<file path="src/design/axi_b_pkg.sv">
package axi_b_pkg;

  // Port counts
  localparam int NUM_MASTERS = 3;
  localparam int NUM_SLAVES  = 7;

  // ID widths, master field sits on top of the slave-side ID
  localparam int ID_BITS  = 4;
  localparam int MST_BITS = 2;
  localparam int IDS_BITS = ID_BITS + MST_BITS;

  localparam int RESP_BITS = 2;
  localparam logic [RESP_BITS-1:0] RESP_SLVERR = 2'b10;

  // Up to 7 completed bursts may wait per master
  localparam int PEND_BITS = 3;

  // One-hot lock, one bit per slave plus idle
  localparam int LOCK_BITS    = NUM_SLAVES + 1;
  localparam int LOCK_NO_BIT  = NUM_SLAVES;
  localparam int SLV_IDX_BITS = $clog2(NUM_SLAVES);

  typedef enum logic [LOCK_BITS-1:0] {
    LOCK_S0 = 8'b0000_0001,
    LOCK_S1 = 8'b0000_0010,
    LOCK_S2 = 8'b0000_0100,
    LOCK_S3 = 8'b0000_1000,
    LOCK_S4 = 8'b0001_0000,
    LOCK_S5 = 8'b0010_0000,
    LOCK_S6 = 8'b0100_0000,
    LOCK_NO = 8'b1000_0000
  } b_lock_e;

  typedef enum logic [MST_BITS-1:0] {
    MST_M0  = 2'd0,
    MST_M1  = 2'd1,
    MST_M2  = 2'd2,
    MST_BAD = 2'd3
  } b_master_e;

  typedef struct packed {
    logic [IDS_BITS-1:0]  id;
    logic [RESP_BITS-1:0] resp;
  } bs_beat_t;

  typedef struct packed {
    logic [ID_BITS-1:0]   id;
    logic [RESP_BITS-1:0] resp;
  } bm_beat_t;

  typedef struct packed {
    logic wvalid;
    logic wready;
    logic wlast;
  } w_strobe_t;

  // Master number from the top bits of the extended ID
  function automatic b_master_e decode_master(input logic [IDS_BITS-1:0] id);
    logic [MST_BITS-1:0] field;
    field = id[IDS_BITS-1 -: MST_BITS];
    case (field)
      2'd0:    return MST_M0;
      2'd1:    return MST_M1;
      2'd2:    return MST_M2;
      default: return MST_BAD;  // No master 3
    endcase
  endfunction

endpackage
</file>
<file path="src/design/bresp_xbar.sv">
`timescale 1ns/1ps

module bresp_xbar (
  input  logic                               clk,
  input  logic                               rstn,
  // Slave side
  input  axi_b_pkg::bs_beat_t                s_beat [axi_b_pkg::NUM_SLAVES],
  input  logic [axi_b_pkg::NUM_SLAVES-1:0]   s_bvalid,
  output logic [axi_b_pkg::NUM_SLAVES-1:0]   s_bready,
  // Master side
  input  axi_b_pkg::w_strobe_t               m_w [axi_b_pkg::NUM_MASTERS],
  output axi_b_pkg::bm_beat_t                m_beat [axi_b_pkg::NUM_MASTERS],
  output logic [axi_b_pkg::NUM_MASTERS-1:0]  m_bvalid,
  input  logic [axi_b_pkg::NUM_MASTERS-1:0]  m_bready,
  output logic                               decerr
);

  import axi_b_pkg::*;

  logic [NUM_MASTERS-1:0] pending;
  logic [NUM_MASTERS-1:0] b_done;
  bs_beat_t               sel_beat;
  logic                   sel_valid;
  logic                   sel_ready;

  // Completed bursts still owed a response
  write_done_tracker u_tracker (
    .clk     (clk),
    .rstn    (rstn),
    .m_w     (m_w),
    .b_done  (b_done),
    .pending (pending)
  );

  bresp_arbiter u_arbiter (
    .clk       (clk),
    .rstn      (rstn),
    .s_beat    (s_beat),
    .s_bvalid  (s_bvalid),
    .s_bready  (s_bready),
    .sel_beat  (sel_beat),
    .sel_valid (sel_valid),
    .sel_ready (sel_ready)
  );

  // Routing and WLAST gating
  bresp_decoder u_decoder (
    .clk       (clk),
    .rstn      (rstn),
    .sel_beat  (sel_beat),
    .sel_valid (sel_valid),
    .sel_ready (sel_ready),
    .pending   (pending),
    .m_beat    (m_beat),
    .m_bvalid  (m_bvalid),
    .m_bready  (m_bready),
    .b_done    (b_done),
    .decerr    (decerr)
  );

endmodule

</file>
<file path="src/design/bresp_decoder.sv">
`timescale 1ns/1ps

module bresp_decoder (
  input  logic                               clk,
  input  logic                               rstn,
  input  axi_b_pkg::bs_beat_t                sel_beat,
  input  logic                               sel_valid,
  output logic                               sel_ready,
  input  logic [axi_b_pkg::NUM_MASTERS-1:0]  pending,
  output axi_b_pkg::bm_beat_t                m_beat [axi_b_pkg::NUM_MASTERS],
  output logic [axi_b_pkg::NUM_MASTERS-1:0]  m_bvalid,
  input  logic [axi_b_pkg::NUM_MASTERS-1:0]  m_bready,
  output logic [axi_b_pkg::NUM_MASTERS-1:0]  b_done,
  output logic                               decerr
);

  import axi_b_pkg::*;

  b_master_e mst;
  bm_beat_t  stripped;

  assign mst = decode_master(sel_beat.id);

  // Drop the master field, keep the master-side ID
  assign stripped.id   = sel_beat.id[ID_BITS-1:0];
  assign stripped.resp = sel_beat.resp;

  always_comb begin
    for (int m = 0; m < NUM_MASTERS; m++) begin
      m_beat[m].id   = '0;
      m_beat[m].resp = RESP_SLVERR;
    end
    m_bvalid  = '0;
    b_done    = '0;
    sel_ready = 1'b0;
    decerr    = 1'b0;

    unique case (mst)
      MST_M0, MST_M1, MST_M2: begin
        m_beat[mst] = stripped;
        // Held back until this master has a finished burst
        if (pending[mst]) begin
          m_bvalid[mst] = sel_valid;
          sel_ready     = m_bready[mst];
          b_done[mst]   = sel_valid & m_bready[mst];
        end
      end
      MST_BAD: begin
        sel_ready = 1'b1;  // Swallow it
        decerr    = sel_valid;
      end
    endcase
  end

  a_one_master: assert property (
    @(posedge clk) disable iff (!rstn)
    $onehot0(m_bvalid)
  ) else $error("BVALID raised to more than one master: %b", m_bvalid);

endmodule

</file>
<file path="src/design/bresp_arbiter.sv">
`timescale 1ns/1ps

module bresp_arbiter (
  input  logic                              clk,
  input  logic                              rstn,
  input  axi_b_pkg::bs_beat_t               s_beat [axi_b_pkg::NUM_SLAVES],
  input  logic [axi_b_pkg::NUM_SLAVES-1:0]  s_bvalid,
  output logic [axi_b_pkg::NUM_SLAVES-1:0]  s_bready,
  output axi_b_pkg::bs_beat_t               sel_beat,
  output logic                              sel_valid,
  input  logic                              sel_ready
);

  import axi_b_pkg::*;

  b_lock_e                 lock_q;
  b_lock_e                 lock_d;
  logic [SLV_IDX_BITS-1:0] cur_idx;
  logic                    accept;

  assign accept = sel_valid & sel_ready;

  always_ff @(posedge clk or negedge rstn) begin
    if (!rstn) begin
      lock_q <= LOCK_NO;
    end else begin
      lock_q <= lock_d;
    end
  end

  // Index of the locked slave, unused while idle
  always_comb begin
    cur_idx = '0;
    for (int i = 0; i < NUM_SLAVES; i++) begin
      if (lock_q[i]) begin
        cur_idx = SLV_IDX_BITS'(i);
      end
    end
  end

  always_comb begin
    lock_d = lock_q;
    if (lock_q[LOCK_NO_BIT]) begin
      // Lowest-numbered valid slave wins from idle
      for (int i = NUM_SLAVES - 1; i >= 0; i--) begin
        if (s_bvalid[i]) begin
          lock_d = b_lock_e'(LOCK_BITS'(1) << i);
        end
      end
    end else if (accept) begin
      lock_d = LOCK_NO;
      // Scan from the far end so the nearest successor is written last
      for (int k = NUM_SLAVES - 1; k >= 1; k--) begin
        if (s_bvalid[(int'(cur_idx) + k) % NUM_SLAVES]) begin
          lock_d = b_lock_e'(LOCK_BITS'(1) << ((int'(cur_idx) + k) % NUM_SLAVES));
        end
      end
    end
  end

  // Forward the locked slave, ready goes back to it alone
  always_comb begin
    sel_beat.id   = '0;
    sel_beat.resp = RESP_SLVERR;
    sel_valid     = 1'b0;
    s_bready      = '0;
    for (int i = 0; i < NUM_SLAVES; i++) begin
      if (lock_q[i]) begin
        sel_beat    = s_beat[i];
        sel_valid   = s_bvalid[i];
        s_bready[i] = sel_ready;
      end
    end
  end

  a_lock_onehot: assert property (
    @(posedge clk) disable iff (!rstn)
    $onehot(lock_q)
  ) else $error("B lock is not one-hot: %b", lock_q);

  // Lock is held until the decoder takes the beat
  a_lock_hold: assert property (
    @(posedge clk) disable iff (!rstn)
    !lock_q[LOCK_NO_BIT] && !accept |=> $stable(lock_q)
  ) else $error("B lock moved before the response was accepted");

  // Slave keeps its response up while it is locked and waiting
  a_locked_valid: assert property (
    @(posedge clk) disable iff (!rstn)
    !lock_q[LOCK_NO_BIT] && !accept |=> sel_valid
  ) else $error("Locked slave dropped BVALID before acceptance");

endmodule

</file>
<file path="src/design/write_done_tracker.sv">
`timescale 1ns/1ps

module write_done_tracker (
  input  logic                                clk,
  input  logic                                rstn,
  input  axi_b_pkg::w_strobe_t                m_w [axi_b_pkg::NUM_MASTERS],
  input  logic [axi_b_pkg::NUM_MASTERS-1:0]   b_done,
  output logic [axi_b_pkg::NUM_MASTERS-1:0]   pending
);

  import axi_b_pkg::*;

  logic [PEND_BITS-1:0]   cnt [NUM_MASTERS];
  logic [NUM_MASTERS-1:0] w_done;

  for (genvar g = 0; g < NUM_MASTERS; g++) begin : g_mst

    // Burst complete on the accepted WLAST beat
    assign w_done[g] = m_w[g].wvalid & m_w[g].wready & m_w[g].wlast;

    always_ff @(posedge clk or negedge rstn) begin
      if (!rstn) begin
        cnt[g] <= '0;
      end else begin
        case ({w_done[g], b_done[g]})
          2'b10:   cnt[g] <= cnt[g] + 1'b1;
          2'b01:   cnt[g] <= cnt[g] - 1'b1;
          default: cnt[g] <= cnt[g];  // Idle, or both events cancel
        endcase
      end
    end

    assign pending[g] = |cnt[g];

    // Decoder only completes a response while this master is pending
    a_no_underflow: assert property (
      @(posedge clk) disable iff (!rstn)
      b_done[g] && !w_done[g] |-> cnt[g] != '0
    ) else $error("pending count underflow on master %0d", g);

    // More outstanding bursts than the counter holds
    a_no_overflow: assert property (
      @(posedge clk) disable iff (!rstn)
      w_done[g] && !b_done[g] |-> cnt[g] != '1
    ) else $error("pending count overflow on master %0d", g);

  end

endmodule

</file>
<file path="config.mk">
export PLATFORM = sky130hd
export DESIGN_NAME = bresp_xbar
export DESIGN_NICKNAME = d
export VERILOG_FILES = /design/src/design/axi_b_pkg.sv /design/src/design/bresp_xbar.sv /design/src/design/bresp_decoder.sv /design/src/design/bresp_arbiter.sv /design/src/design/write_done_tracker.sv
export SDC_FILE = /design/constraint.sdc
export NUM_CORES = 1
export LEC_CHECK = 0
export ABC_AREA = 1
export BUFFER_PORTS_ARGS = -buffer_cell sky130_fd_sc_hd__clkbuf_2
export CORE_MARGIN = 1
export CORE_UTILIZATION = 59
export DETAILED_ROUTE_END_ITERATION = 7
export PLACE_DENSITY = 0.95
export SYNTH_ARGS = -nofsm -noshare
export SYNTH_HDL_FRONTEND = slang
export SYNTH_SLANG_ARGS = --single-unit
</file>
<file path="constraint.sdc">
create_clock -name clk -period 8.29 [get_ports clk]
set_input_delay 0.829 -clock clk [delete_from_list [all_inputs] [get_ports clk]]
set_output_delay 0.829 -clock clk [all_outputs]
set_load 0.1 [all_outputs]
</file>
==> impl_results.md, run 1 <==
* Share of layout cells above drive strength 1 at 24.8%
* RSZ-0062 raised after global routing: no
* CTS resizes at 0
* Area of the die at just over 7000 sq um
* Slowest cell on crit path: dfrtp_1
* Ordered list of cells on the worst path: inv_1 > nand2_1 > inv_1 > ha_1 > inv_1 > xor2_2 > ha_1 > o21bai_1 > nand2_1 > nand2_1 > nand3_2 > inv_2 > nand2_4 > ha_1 > o21ai_0 > nor2_1 > nand3_1 > nand2_1 > inv_1 > nand2_1 > nand2_1 > nand2_1 > nand2_1 > nand3_1
* Worst hold start: u_tracker.cnt[5]
* Max cap viols at 0
* Mapped Nets at roughly 760
* Worst skew pair latency at around 0.26 ns
* Nets at 863
* Yosys Warn Count at 0
* GP Congestion at 0.987
* Clock root buffer master: clkbuf_8
* Sequential share of the synthesized area at 10.6%
* Cell Area, Synth at between 4000 and 5000 sq um
* Startpoint types: flip-flop
* Slew Limit Fails at 0
* Number of global-route vias before repair at between 5000 and 6000
* Crit-path max FO at 10
* Worst Path Arrival at 4.71 ns
* Critical path's largest stage delay at 0.74 ns
* CTS sink count at 17
* Initial Util at 62.3%
* Mapped Cells at 662
* Drt drc at 1
* DR pass1 iterations at 7
* Setup TNS at 0 ns
* Post-DRT Antenna Nets at 0
* Core ar. at 6460 sq um
* Crit Reg-Reg Startpoint: u_arbiter.lock_q[6]
* Synthesis-to-finish area growth at 14.8%
* Worst-margin pin slew at approximately 0.62 ns
* Final period utilization at about 55%
* Num CTS Buffers at 3
* Io pins at 106
* Worst clock skew at 0.0132 ns
* Routed WL at ~14000 um
* Drt wl/cell at 16.6 um
* Most frequent cell on the critical path: nand2_1
* # Post-CTS Setup Buffers at 0
* Crit Path Class: flip-flop to flip-flop
* Violated checks: DRC
* Ant. Diodes at 0
* Row cnt at 29
* Initial DRC count at roughly 480
* Mean Syn Cell Area at 6.08 sq um
* GRT Total Usage at 39.9%
* Max-slew headroom at between 50 and 60%
* Chip Width at 84.6 um
* GRT overflow at 0
* Final Critical Period at 4.58 ns
* Cell variety after synth at 57
* WP data required at between 8 and 9 ns
* Setup crit end kind: flip-flop
* First-pass GRT wire length at 23100 um
* Max Buffers Root-to-Sink at 2
* Port bufs at 105
* Seq cells post-synth at 17
* Max Clk Rate at 0.218 GHz
* Hold WC Path Type: flip-flop to flip-flop
* Largest net degree at the start of global routing at 19
* Initial antenna violation count at 0
* Die Y-Extent at 84.6 um
* Detail Placement HPWL at 11200 um
* CTS tree: built
* # H-tree levels at 1
* Cts hold-fix bufs at 0
* Fin. Hold Viols at 0
* Vias per cell at 6.24
* Worst setup startpoint: u_arbiter.lock_q[6]
* Status: complete, but fails checks
* DR vias at between 5000 and 6000
* Reg clk slew, reported paths at 0.08 ns
* Final setup fails at 0
[cells by family (layout without fill, tap and decap cells)]
group / count (synthesis) / count (layout) / share of synthesized area, %
and+or+nand+nor: 395 / 395 / 47.3
buffers and inverters: 102 / 202 / 10.7
xor gates and xnor gates: 11 / 11 / 3.51
adders and majority gates: 23 / 23 / 7.71
DFF: 17 / 17 / 10.6
AOI/OAI and AO/OA: 114 / 114 / 20.1
[routing by layer]
layer / share of wire [%] / global-route usage, %
met1: 37 / 43.3
met2: 48 / 72.1
met3: 8.5 / 6.10
met4: 6.7 / 25.4
met5: 0 / 0
[placed cells by master (no fill, tap or decap), types with 8 or more instances in the layout]
| master | count |
|---|---|
| clkbuf_2 | 105 |
| ha_1 | 20 |
| nand3_1 | 70 |
| nand2_2 | 12 |
| o21ai_0 | 25 |
| a21oi_1 | 14 |
| nand3_2 | 10 |
| inv_2 | 16 |
| inv_1 | 72 |
| nor2_1 | 81 |
| nand2_1 | 176 |
| o211ai_1 | 14 |
| o22ai_1 | 8 |
| dfrtp_1 | 16 |
| nor3_1 | 14 |
[sequential cells by signal, indices dropped and copies added, names as in the netlist]
name,count
u_arbiter.lock_q,8
u_tracker.cnt,9
[cell type report]
| type | instances | area, sq um |
|---|---|---|
| multi-input combinational | 543 | 3170 |
| clock buffer | 3 | 41.3 |
| inverter | 93 | 359 |
| sequential | 17 | 427 |
| fill | 569 | 1840 |
| clock inverter | 1 | 5.00 |
| tap | 77 | 96.3 |
| timing repair buffer | 105 | 526 |
[worst max-delay path: cells and delay by family (launching register included)]
kind,cells,cell delay (ns)
compound gates,2,0.44
xor+xnor,1,0.17
fa+ha+maj,3,0.80
buf+inv,5,0.90
flops,1,0.74
simple gates,13,1.39
[synth_stat cells (all sizes together)]
master / instances / area share (%)
a211oi: 5 / 0.93
buf: 7 / 1.6
o211ai: 16 / 3.5
inv: 92 / 8.8
o311ai: 2 / 0.44
a221oi: 3 / 0.65
o41ai: 2 / 0.44
clkinv: 1 / 0.093
a22oi: 5 / 1.3
a311o: 1 / 0.25
or2: 5 / 0.78
o22ai: 8 / 1.2
nor2: 87 / 9.3
ha: 20 / 6.2
a22o: 1 / 0.22
fa: 3 / 1.5
o21ai: 34 / 4.4
dfstp: 1 / 0.65
o31ai: 2 / 0.37
clkbuf: 2 / 0.19
o21bai: 1 / 0.19
xor2: 5 / 2.2
nand3b: 2 / 0.37
xnor2: 6 / 1.3
a211o: 4 / 0.87
nand3: 84 / 13
o2111ai: 1 / 0.22
dfrtp: 16 / 10
a21oi: 22 / 3.7
nand2: 196 / 21
nor3: 14 / 1.7
nand4: 7 / 1.2
o221ai: 7 / 1.5
[per-stage QoR]
stage / worst slack [ns] / cell area (sq um) / util (%) / cells / hold WS (ns)
after detailed placement: 3.89 / 4570 / 70.8 / 835 / 0.464
final: 3.71 / 4620 / 71.5 / 839 / 0.480
after floorplan: 3.78 / 4020 / - / 662 / 0.446
after CTS: 3.87 / 4620 / 71.5 / 839 / 0.481
after global placement: 4.02 / 4570 / 70.8 / 835 / 0.462
after global routing: 3.43 / 4620 / 71.5 / 839 / 0.504
[path summary, 6_finish.rpt]
path | end | cells past startpoint | slack, ns
worst min register to register | u_tracker.cnt[5] | 1 | 0.48
worst min-delay path | u_tracker.cnt[5] | 1 | 0.48
max in group asynchronous | u_arbiter.lock_q[7] | 1 | 7.45
worst max-delay path | u_arbiter.lock_q[2] | 24 | 3.71
worst max register to register | u_arbiter.lock_q[2] | 24 | 3.71
min in group asynchronous | u_tracker.cnt[2] | 1 | 0.49
Power of run 1 is not shown: default switching activity piles up to over one toggle a cycle in this logic, so the estimate is an artifact.
==> run 2, diff against run 1 <==
--- a/config.mk
+++ b/config.mk
@@ -8,9 +8,9 @@
 export ABC_AREA = 1
 export BUFFER_PORTS_ARGS = -buffer_cell sky130_fd_sc_hd__clkbuf_2
 export CORE_MARGIN = 1
-export CORE_UTILIZATION = 59
+export CORE_UTILIZATION = 50
 export DETAILED_ROUTE_END_ITERATION = 7
-export PLACE_DENSITY = 0.95
+export PLACE_DENSITY = 0.89
 export SYNTH_ARGS = -nofsm -noshare
 export SYNTH_HDL_FRONTEND = slang
 export SYNTH_SLANG_ARGS = --single-unit
==> constraint.sdc (replaced) <==
create_clock -name clk -period 3.7 [get_ports clk]
set_input_delay 0.37 -clock clk [delete_from_list [all_inputs] [get_ports clk]]
set_output_delay 0.37 -clock clk [all_outputs]
set_load 0.1 [all_outputs]
==> run 2 against run 1 <==
  * The run now ends clean
  * Die area grew 18%
  * Sequential cell count is the same
  * Global-route usage shrank 5.9 points
  * Sequential share of layout area shrank 0.60 points
  * Core utilization shrank 7.6 points
  * Final cell count grew 6.3%
  * Register-to-register slack lost 3.5 ns
  * Via count grew 1.5%
  * Non-clock buffer count grew 25
  * First-iteration DRC count grew 15%
  * Clock-buffer cell count is the same
  * Worst hold slack lost 0.43 ns
==> impl_results.md, run 2 (same netlist as run 1, synthesis figures left out) <==
* DR pass1 iterations at 6
* Worst clock skew at 0.00509 ns
* # H-tree levels at 1
* Setup crit end kind: output port
* Clock root buffer master: clkbuf_8
* Most frequent cells in the layout: nand2_1, clkbuf_2, nor2_1, inv_1, nand3_1
* Routed WL at 14500 um
* Core ar. at 7770 sq um
* Number of flip-flops in the largest register at 9
* RSZ-0062 raised after global routing: yes
* Final Critical Period at around 3.5 ns
* Final period utilization at 94.9%
* Vias per cell at 5.96
* Worst Path Arrival at 3.14 ns
* Io pins at 106
* Num CTS Buffers at 3
* Number of global-route vias before repair at 5020
* Chip Width at between 90 and 100 um
* Routed wl met2 at 6970 um
* GP Congestion at 0.982
* Finished Layout Cells at around 890
* Layout Utilization at 64.0%
* CTS sink count at 17
* Reg clk slew, reported paths at approximately 0.070 ns
* Detail Placement HPWL at about 11000 um
* Drt wl/cell at about 16 um
* Row cnt at 32
* Synthesis-to-finish area growth at 23.5%
* First-pass GRT wire length at 23000 um
* Hold WC Path Type: primary input to asynchronous set/reset pin
* Placed cell count at 882
* Nets at 891
* CTS tree: built
* Status: finished clean
* Max cap viols at 0
* Final setup fails at 0
* Fin. Hold Viols at 0
* Share of layout cells above drive strength 1 at 30.0%
* DR vias at 5312
* Crit Reg-Reg Startpoint: u_arbiter.lock_q[3]
* Crit-path max FO at 7
* Max Buffers Root-to-Sink at 2
* Largest net degree at the start of global routing at 18
* Port bufs at 105
* Initial DRC count at 550
* R2R depth at 26
* Routed met3 length at roughly 1400 um
* WP data required at between 3 and 4 ns
* Post-DRT Antenna Nets at 0
* Worst skew pair latency at between 0.2 and 0.3 ns
* Max Used Layer: met4
* WL met1 at 5310 um
* Startpoint types: flip-flop
* Largest register by flop count: u_tracker.cnt
* Initial antenna violation count at 0
* Initial Util at 51.8%
* Crit Path Class: flip-flop to output port
* Max Clk Rate at ~0.28 GHz
* GRT Total Usage at between 30% and 40%
* Most common cell after layout, fill and taps aside: nand2_1
* Slew Limit Fails at 0
* Worst reg-to-reg setup slack at 0.19 ns
* Worst-margin pin slew at 0.551 ns
* Ant. Diodes at 0
* Drt drc at 0
* Max-slew headroom at 63.4%
* Die Y-Extent at 91.7 um
* Worst r2r dst: u_arbiter.lock_q[2]
* GRT overflow at 0
* Area of the die at 8410 sq um
* Top Registers: u_tracker.cnt (9), u_arbiter.lock_q (8)
run 2: cell count changes in the layout (fill, tap and decap cells not counted), sizes merged:
cell    before  now
clkbuf     108  107
nand3       84   86
nand2      196  197
buf          0   26
run 2: critical path, stage by stage, from the launching register on:
cell	delay, ns
dfrtp_1	0.42
buf_4	0.18
nor2_2	0.26
inv_1	0.10
o22ai_1	0.12
nand3b_1	0.13
nand3_1	0.08
nand3_2	0.16
inv_2	0.06
o21ai_0	0.14
o211ai_1	0.18
o21ai_1	0.21
inv_1	0.17
nor2_1	0.22
buf_2	0.47
run 2: what timing repair did:
| action | CTS | global route |
|---|---|---|
| hold buffers | 0 | 0 |
| setup buffers | 1 | 2 |
| pin swaps | 1 | 8 |
| endpoints found under the setup margin | 6 | 17 |
| cloned | 0 | 3 |
| resized for setup | 0 | 30 |
run 2: worst max path at each step:
| stage | from | endpoint | slack [ns] | depth (start not counted) |
|---|---|---|---|---|
| 2_1_floorplan | u_arbiter.lock_q[5] | m_bvalid[0] | -0.18 | 9 |
| 3_3_place_gp | u_arbiter.lock_q[6] | u_arbiter.lock_q[5] | 0.04 | 23 |
| 3_5_place_dp | u_arbiter.lock_q[6] | u_arbiter.lock_q[5] | -0.05 | 25 |
| 4_1_cts | u_arbiter.lock_q[5] | u_arbiter.lock_q[5] | 0.14 | 28 |
| 5_1_grt | u_arbiter.lock_q[3] | u_arbiter.lock_q[2] | -0.09 | 25 |
| 6_report | u_arbiter.lock_q[3] | s_bready[5] | 0.19 | 14 |
run 2: layer usage:
metal	vias up	GRT usage [%]
met2	353	60.7
li1	2490	-
met4	0	17.2
met5	-	0
met3	92	4.64
met1	2377	39.6
run 2: area by class of cell:
type / count / area [sq um]
sequential: 17 / 429
timing repair buffer: 130 / 713
inverter: 93 / 367
tap: 102 / 128
multi-input combinational: 546 / 3290
clock buffer: 3 / 41.3
clock inverter: 1 / 5.00
fill: 709 / 2800
run 2: through the flow:
stage	setup slack (ns)	cell area, sq um	hold WS [ns]	TNS (ns)
after floorplan	-0.182	4020	0.0744	-0.365
after global placement	0.0427	4770	0.317	0
after detailed placement	-0.0454	4770	0.326	-0.0637
after CTS	0.142	4820	0.0569	0
after global routing	-0.0911	4970	0.0806	-0.593
final	0.188	4970	0.0510	0
Power of run 2 is left out for the same reason.
